$ cat src/verilog/agu_pkg.sv
package agu_pkg;

   // state of one address generator
   typedef enum logic [1:0] {
      GEN_IDLE,
      GEN_DELAY,
      GEN_RUN,
      GEN_DONE
   } gen_state_e;

   // default memory address width
   localparam int ADDR_W_DEF = 10;

   // default width of period, duty and delay counters
   localparam int PERIOD_W_DEF = 10;

   // default memory word width
   localparam int DATA_W_DEF = 16;

endpackage
$ cat src/verilog/gen_cfg_if.sv
`timescale 1ns/100ps

interface gen_cfg_if #(
   parameter int ADDR_W   = agu_pkg::ADDR_W_DEF,
   parameter int PERIOD_W = agu_pkg::PERIOD_W_DEF
);

   // number of periods in one pattern
   logic        [ADDR_W-1:0]   iterations;
   logic        [PERIOD_W-1:0] period;
   // enabled cycles at the start of each period
   logic        [PERIOD_W-1:0] duty;
   logic        [PERIOD_W-1:0] delay;
   logic        [ADDR_W-1:0]   start;
   // step on the last cycle of a period
   logic signed [ADDR_W-1:0]   shift;
   // step on every other cycle
   logic signed [ADDR_W-1:0]   incr;

   modport src (output iterations, period, duty, delay, start, shift, incr);

   modport gen (input iterations, period, duty, delay, start, shift, incr);

endinterface

$ cat src/verilog/addr_gen2.sv
`timescale 1ns/100ps

module addr_gen2 #(
   parameter int ADDR_W   = agu_pkg::ADDR_W_DEF,
   parameter int PERIOD_W = agu_pkg::PERIOD_W_DEF
) (
   input  logic              clk_i,
   input  logic              rst_i,
   input  logic              run_i,
   gen_cfg_if.gen            cfg_in,
   gen_cfg_if.gen            cfg_out,
   output logic [ADDR_W-1:0] addr_o,
   output logic              mem_en_o,
   output logic              done_o
);

   // inner config with the start address switched to the outer generator
   gen_cfg_if #(.ADDR_W(ADDR_W), .PERIOD_W(PERIOD_W)) cfg_inner ();

   logic [ADDR_W-1:0] addr_out;
   logic              mem_en_out;
   logic              done_in;
   logic              done_out;
   logic              ready_in;
   logic              ready_out;
   logic              load_in;
   logic              pause_out;
   logic              mem_en_in_q;

   // zero iterations means the generator never runs
   assign ready_in  = |cfg_in.iterations;
   assign ready_out = |cfg_out.iterations;

   // first pattern starts from start, each outer step restarts the inner one
   assign load_in = run_i || mem_en_out;

   // outer waits for the inner pattern and its last beat to clear
   assign pause_out = !done_in || mem_en_in_q;

   assign done_o = done_in && (done_out || !ready_out);

   assign cfg_inner.iterations = cfg_in.iterations;
   assign cfg_inner.period     = cfg_in.period;
   assign cfg_inner.duty       = cfg_in.duty;
   assign cfg_inner.delay      = cfg_in.delay;
   assign cfg_inner.start      = run_i ? cfg_in.start : addr_out;
   assign cfg_inner.shift      = cfg_in.shift;
   assign cfg_inner.incr       = cfg_in.incr;

   addr_gen #(.ADDR_W(ADDR_W), .PERIOD_W(PERIOD_W)) gen_in (
      .clk_i   (clk_i),
      .rst_i   (rst_i),
      .load_i  (load_in),
      .run_i   (load_in && ready_in),
      .pause_i (1'b0),
      .cfg     (cfg_inner),
      .addr_o  (addr_o),
      .mem_en_o(mem_en_o),
      .done_o  (done_in)
   );

   addr_gen #(.ADDR_W(ADDR_W), .PERIOD_W(PERIOD_W)) gen_out (
      .clk_i   (clk_i),
      .rst_i   (rst_i),
      .load_i  (run_i),
      .run_i   (run_i && ready_out),
      .pause_i (pause_out),
      .cfg     (cfg_out),
      .addr_o  (addr_out),
      .mem_en_o(mem_en_out),
      .done_o  (done_out)
   );

   always_ff @(posedge clk_i or posedge rst_i) begin
      if (rst_i) begin
         mem_en_in_q <= 1'b0;
      end else begin
         mem_en_in_q <= mem_en_o;
      end
   end

   a_done_no_en: assert property (@(posedge clk_i) disable iff (rst_i)
      !(done_o && mem_en_o));

endmodule

$ cat src/verilog/addr_gen.sv
`timescale 1ns/100ps

module addr_gen #(
   parameter int ADDR_W   = agu_pkg::ADDR_W_DEF,
   parameter int PERIOD_W = agu_pkg::PERIOD_W_DEF
) (
   input  logic              clk_i,
   input  logic              rst_i,
   input  logic              load_i,
   input  logic              run_i,
   input  logic              pause_i,
   gen_cfg_if.gen            cfg,
   output logic [ADDR_W-1:0] addr_o,
   output logic              mem_en_o,
   output logic              done_o
);

   agu_pkg::gen_state_e state_q;
   agu_pkg::gen_state_e state_d;

   logic [ADDR_W-1:0]   addr_q;
   logic [ADDR_W-1:0]   addr_step;
   logic [ADDR_W-1:0]   iter_cnt_q;
   logic [PERIOD_W-1:0] per_cnt_q;
   logic [PERIOD_W-1:0] delay_cnt_q;

   logic step;
   logic per_last;
   logic iter_last;
   logic delay_last;

   // one address step per unpaused run cycle
   assign step       = (state_q == agu_pkg::GEN_RUN) && !pause_i;
   assign per_last   = (per_cnt_q == cfg.period - PERIOD_W'(1));
   assign iter_last  = (iter_cnt_q == cfg.iterations - ADDR_W'(1));
   assign delay_last = (delay_cnt_q == cfg.delay - PERIOD_W'(1));

   // shift replaces incr on the last cycle of a period
   assign addr_step = per_last ? cfg.shift : cfg.incr;

   assign addr_o   = addr_q;
   assign mem_en_o = step && (per_cnt_q < cfg.duty);
   assign done_o   = (state_q == agu_pkg::GEN_DONE);

   always_comb begin
      state_d = state_q;
      if (run_i) begin
         state_d = (cfg.delay == '0) ? agu_pkg::GEN_RUN : agu_pkg::GEN_DELAY;
      end else if (load_i) begin
         state_d = agu_pkg::GEN_IDLE;
      end else begin
         case (state_q)
            agu_pkg::GEN_DELAY: begin
               if (delay_last) begin
                  state_d = agu_pkg::GEN_RUN;
               end
            end
            agu_pkg::GEN_RUN: begin
               if (step && per_last && iter_last) begin
                  state_d = agu_pkg::GEN_DONE;
               end
            end
            default: begin
               state_d = state_q;
            end
         endcase
      end
   end

   always_ff @(posedge clk_i or posedge rst_i) begin
      if (rst_i) begin
         state_q     <= agu_pkg::GEN_IDLE;
         addr_q      <= '0;
         iter_cnt_q  <= '0;
         per_cnt_q   <= '0;
         delay_cnt_q <= '0;
      end else begin
         state_q <= state_d;

         if (load_i) begin
            addr_q <= cfg.start;
         end else if (step) begin
            addr_q <= addr_q + addr_step;
         end

         // counters restart on every load or run
         if (load_i || run_i) begin
            iter_cnt_q  <= '0;
            per_cnt_q   <= '0;
            delay_cnt_q <= '0;
         end else if (state_q == agu_pkg::GEN_DELAY) begin
            delay_cnt_q <= delay_cnt_q + PERIOD_W'(1);
         end else if (step) begin
            if (per_last) begin
               per_cnt_q  <= '0;
               iter_cnt_q <= iter_cnt_q + ADDR_W'(1);
            end else begin
               per_cnt_q <= per_cnt_q + PERIOD_W'(1);
            end
         end
      end
   end

   // enables only in run, with both counters still inside the pattern
   a_en_in_run: assert property (@(posedge clk_i) disable iff (rst_i)
      mem_en_o |-> (state_q == agu_pkg::GEN_RUN) && (iter_cnt_q < cfg.iterations) &&
                   (per_cnt_q < cfg.period));

endmodule

$ cat src/flat_wrapper.sv
// flat-port wrapper written by rule: the top's interface ports become plain ports
module addr_gen2_flat 
#(
   parameter int ADDR_W   = agu_pkg::ADDR_W_DEF,
   parameter int PERIOD_W = agu_pkg::PERIOD_W_DEF
)
  (clk_i, rst_i, run_i, addr_o, mem_en_o, done_o, cfg_in_iterations, cfg_in_period, cfg_in_duty, cfg_in_delay, cfg_in_start, cfg_in_shift, cfg_in_incr, cfg_out_iterations, cfg_out_period, cfg_out_duty, cfg_out_delay, cfg_out_start, cfg_out_shift, cfg_out_incr);
  gen_cfg_if #(.ADDR_W(ADDR_W), .PERIOD_W(PERIOD_W)) cfg_in_i ();
  gen_cfg_if #(.ADDR_W(ADDR_W), .PERIOD_W(PERIOD_W)) cfg_out_i ();
  input  logic clk_i;
  input  logic rst_i;
  input  logic run_i;
  output logic [ADDR_W-1:0] addr_o;
  output logic mem_en_o;
  output logic done_o;
  input wire logic [$bits(cfg_in_i.iterations)-1:0] cfg_in_iterations;
  input wire logic [$bits(cfg_in_i.period)-1:0] cfg_in_period;
  input wire logic [$bits(cfg_in_i.duty)-1:0] cfg_in_duty;
  input wire logic [$bits(cfg_in_i.delay)-1:0] cfg_in_delay;
  input wire logic [$bits(cfg_in_i.start)-1:0] cfg_in_start;
  input wire logic [$bits(cfg_in_i.shift)-1:0] cfg_in_shift;
  input wire logic [$bits(cfg_in_i.incr)-1:0] cfg_in_incr;
  input wire logic [$bits(cfg_out_i.iterations)-1:0] cfg_out_iterations;
  input wire logic [$bits(cfg_out_i.period)-1:0] cfg_out_period;
  input wire logic [$bits(cfg_out_i.duty)-1:0] cfg_out_duty;
  input wire logic [$bits(cfg_out_i.delay)-1:0] cfg_out_delay;
  input wire logic [$bits(cfg_out_i.start)-1:0] cfg_out_start;
  input wire logic [$bits(cfg_out_i.shift)-1:0] cfg_out_shift;
  input wire logic [$bits(cfg_out_i.incr)-1:0] cfg_out_incr;
  assign cfg_in_i.iterations = cfg_in_iterations;
  assign cfg_in_i.period = cfg_in_period;
  assign cfg_in_i.duty = cfg_in_duty;
  assign cfg_in_i.delay = cfg_in_delay;
  assign cfg_in_i.start = cfg_in_start;
  assign cfg_in_i.shift = cfg_in_shift;
  assign cfg_in_i.incr = cfg_in_incr;
  assign cfg_out_i.iterations = cfg_out_iterations;
  assign cfg_out_i.period = cfg_out_period;
  assign cfg_out_i.duty = cfg_out_duty;
  assign cfg_out_i.delay = cfg_out_delay;
  assign cfg_out_i.start = cfg_out_start;
  assign cfg_out_i.shift = cfg_out_shift;
  assign cfg_out_i.incr = cfg_out_incr;
  addr_gen2 #(.ADDR_W(ADDR_W), .PERIOD_W(PERIOD_W)) u_core (.clk_i(clk_i), .rst_i(rst_i), .run_i(run_i), .cfg_in(cfg_in_i), .cfg_out(cfg_out_i), .addr_o(addr_o), .mem_en_o(mem_en_o), .done_o(done_o));
endmodule
$ cat config.mk
export PLATFORM = sky130hd
export DESIGN_NAME = addr_gen2_flat
export DESIGN_NICKNAME = d
export VERILOG_FILES = /design/src/verilog/agu_pkg.sv /design/src/verilog/gen_cfg_if.sv /design/src/verilog/addr_gen2.sv /design/src/verilog/addr_gen.sv /design/src/flat_wrapper.sv
export SDC_FILE = /design/constraint.sdc
export NUM_CORES = 1
export LEC_CHECK = 0
export ABC_AREA = 1
export BUFFER_PORTS_ARGS = -buffer_cell sky130_fd_sc_hd__buf_2
export CORE_ASPECT_RATIO = 0.9
export CORE_MARGIN = 3
export CORE_UTILIZATION = 62
export CTS_CLUSTER_DIAMETER = 200
export DETAILED_ROUTE_END_ITERATION = 7
export GPL_TIMING_DRIVEN = 0
export PLACE_DENSITY = 0.88
export SLEW_MARGIN = 5
export SYNTH_ARGS = -nofsm -noshare
export SYNTH_HDL_FRONTEND = slang
export SYNTH_SLANG_ARGS = --single-unit
$ cat constraint.sdc
create_clock -name clk_i -period 5.3 [get_ports clk_i]
set_clock_uncertainty 0.15 [all_clocks]
set_input_delay 1.59 -clock clk_i [delete_from_list [all_inputs] [get_ports clk_i]]
set_output_delay 1.59 -clock clk_i [all_outputs]
set_load 0.02 [all_outputs]
==> results.toml <==
[final_layout]
syn_to_final_growth_pct = 16.1
final_cell_count_no_fill = 1529
seq_area_sq_um = 2130
postLayoutCellArea_sq_um = 9330
final_cell_mix = "nand2_1, inv_1, buf_2, nor2_1, nand3_1"
layout_commonest_cell = "nand2_1"
fin_nets = 1565
antenna_cells = 0
fillers = 1023
drive_above_1_share = 0.166
multiInputGateArea_sq_um = 5150

[clock_network]
numClockSinks = 85
cts_max_level = 3
cts_tree = "built"
cts_resized = 0
clk_path_buf_depth = 2
holdBufCountCts = 0
post-cts-setup-buffers = 0
clk_latency_ps = 340
cts.clk_slew.worst_paths_ps = 60
cts_root_buffer = "clkbuf_16"
cts_buffers = 9

[floorplanning]
die_y_microns = 114
core_region_area_sq_um = 12400
ios = 155
die-area_sq_um = 14400
rows = 38
die_width_microns = 126
initial_utilization = 0.650

[synth]
synthFlopType = "dfrtp_1"
synth-seq-cells = 85
syn-cell-area_sq_um = 8040
synth_nets = 1400
synth_cell_type_count = 52
async_flop_share = 1.00
synth_top_cell_by_area = "dfrtp_1"
ys_seq_area_frac = 0.265
syn_avg_cell_area_sq_um = 6.70
yosysTopAreaCellShare = 0.265
synth_edf_count = 0
syn_inst = 1200
yosys_warnings = 0
yosys-top-cells-area = "dfrtp_1, nand2_1, ha_1"

[place]
portBuffers = 153
placed_area_sq_um = 9030
place_congestion = 0.946
detailed_place_hpwl_microns = 17100
post-place-cells = 1514

[sta]
worst_pin_slew_ps = 601
fin_setup_tns_ps = 0
period_share = 0.924
setup_viol = 0
rsz0062_at_grt = "true"
max_slew_margin = 0.599
slew_violations = 0
finalHoldViolations = 0
fin_crit_ps = 4900
max_freq_mhz = 204
hold-worst-slack_ps = 344

[global_routing]
gr-total-overflow = 0
grt_max_degree = 44
grt_pass1_wl_microns = 35000
grt_pass1_vias = 7634
grt_use_total = 0.295
antenna_found_initial = 0

[run]
drv_cap = 0

[worst_setup_path]
crit_required_ps = 5420
reg2regPathDepth = 25
path_buf_inv = 6
arrival_ps = 5020
timing.rr.start = "u_core.gen_in.per_cnt_q[5]"
critPathMostFrequentCell = "nand2_1"
end_kind = "register"
max_stage_delay_ps = 420
worstSetupStartpointType = "primary input"
crit_slowest_cell = "fa_1"
critPathKind = "in2reg"
crit_family = "simple AND/OR/NAND/NOR gates"
path_max_fanout = 10
reg2reg_slack_ps = 1700
r2r_end = "u_core.gen_in.addr_o[8]"

[drt]
num_vias = 8315
first_pass_iters = 7
drt_drc_violations_left = 0
vias_per_cell = 5.44
dr_wl_met2_microns = 9790
wl_met3_microns = 1450
drtAntennaViolNets = 0
wire_per_inst_microns = 14.0
topRoutingLayerUsed = "met4"
drt-total-wl_microns = 21400
drtIter0Drc = 524
met1_length_microns = 9700

[pwr]
p_total_uw = 2660
vdd_drop_max_uv = 185
powerDensity_nw_per_um2 = 285
p_leak_uw = 0.00475

[worst_hold_path]
hold_path_depth = 1
holdPathEnd = "u_core.gen_out.delay_cnt_q[6]"
worstHoldStart = "u_core.gen_out.delay_cnt_q[6]"
hold_path.class = "reg2reg"

[status]
status = "complete, no violations"
==> worst register-to-register path: stages (launching register included) <==
cell and delay [ps]:
dfrtp_1 460, inv_1 150, nand2_1 80, nand2_1 60, inv_1 50, o21ai_0 70
nand2_1 80, nand2_1 90, nor2_2 160, nand3_4 140, inv_6 140, nor2_1 70
nor2_2 110, ha_2 220, inv_1 70, fa_1 420, o21ai_2 170, nand2_1 90
nand2_1 60, a21oi_1 80, nor2_1 120, o21ai_0 80, nand2_1 80, xor2_1 150
nand3_1 90, nand3_1 80
==> cell usage after synthesis (all sizes together), types with 3 or more instances <==
cell and number:
nand4 21, a41oi 3, or2 9, o211ai 6
clkbuf 10, o221ai 3, nand2 277, dfrtp 85
ha 55, a22oi 4, nor2 162, nor3b 7
nor4 6, nand3b 5, a21oi 54, nor3 36
buf 8, o31ai 7, o22ai 4, o21ai 53
xnor2 20, inv 179, xor2 64, nand3 103
a31oi 7
==> cell families after synthesis <==
kind of cell | Yosys count | synth area share
XOR/XNOR | 85 | 0.0943
adder cells (fa/ha/maj) | 57 | 0.0906
flip-flops | 85 | 0.265
AND/OR/NAND/NOR | 627 | 0.349
buffers and inverters | 197 | 0.0950
AO/OA/AOI/OAI | 149 | 0.106
==> per-stage QoR <==
stage | utilization | worst slack, ps
after global placement | 0.728 | -20.4
final | 0.754 | 405
after floorplan | - | 578
after CTS | 0.753 | 232
after global routing | 0.754 | -48.5
after detailed placement | 0.731 | -77.3
==> routing by layer <==
metal	up-vias	track usage
li1	4249	-
met1	3700	0.414
met2	325	0.482
met3	41	0.0365
met4	0	0.0858
met5	-	0
==> area by class of cell <==
class / instances / area share
Inverter: 179 / 0.0731
Clock buffer: 14 / 0.0294
Timing Repair Buffer: 154 / 0.0851
Sequential cell: 85 / 0.228
Tap cell: 160 / 0.0215
Clock inverter: 1 / 0.000537
Buffer: 18 / 0.00966
Multi-Input combinational cell: 918 / 0.553
==> how the worst max path moves through the flow <==
stage / endpoint / cells after the start / slack (ps) / startpoint
finish: u_core.gen_in.addr_o[8] / 28 / 400 / cfg_in_period[0]
global route: u_core.gen_in.addr_o[8] / 28 / -50 / cfg_in_period[0]
CTS: u_core.gen_in.addr_o[8] / 28 / 230 / cfg_in_period[0]
detailed placement: u_core.gen_in.addr_o[8] / 28 / -80 / cfg_in_period[0]
global placement: u_core.gen_in.addr_o[8] / 28 / -20 / cfg_in_period[0]
floorplan: u_core.gen_out.addr_o[8] / 23 / 580 / cfg_out_period[1]
==> flip-flops by register name, indices dropped and copies added, names as in the netlist <==
signal,count
u_core.gen_out.iter_cnt_q,10
u_core.gen_in.iter_cnt_q,10
u_core.gen_out.addr_o,10
u_core.gen_out.state_q,2
u_core.gen_out.delay_cnt_q,10
u_core.gen_in.delay_cnt_q,10
u_core.gen_in.state_q,2
u_core.gen_in.per_cnt_q,10
u_core.gen_out.per_cnt_q,10
u_core.mem_en_in_q,1
u_core.gen_in.addr_o,10
==> power breakdown <==
group | switching, uW | internal, uW | leakage (uW)
Combinational | 727 | 428 | 0.00349
Clock | 250 | 353 | 0.000139
Sequential | 135 | 764 | 0.00113
Total | 1110 | 1550 | 0.00475
Note: power is estimated with default switching activity, not from simulation.
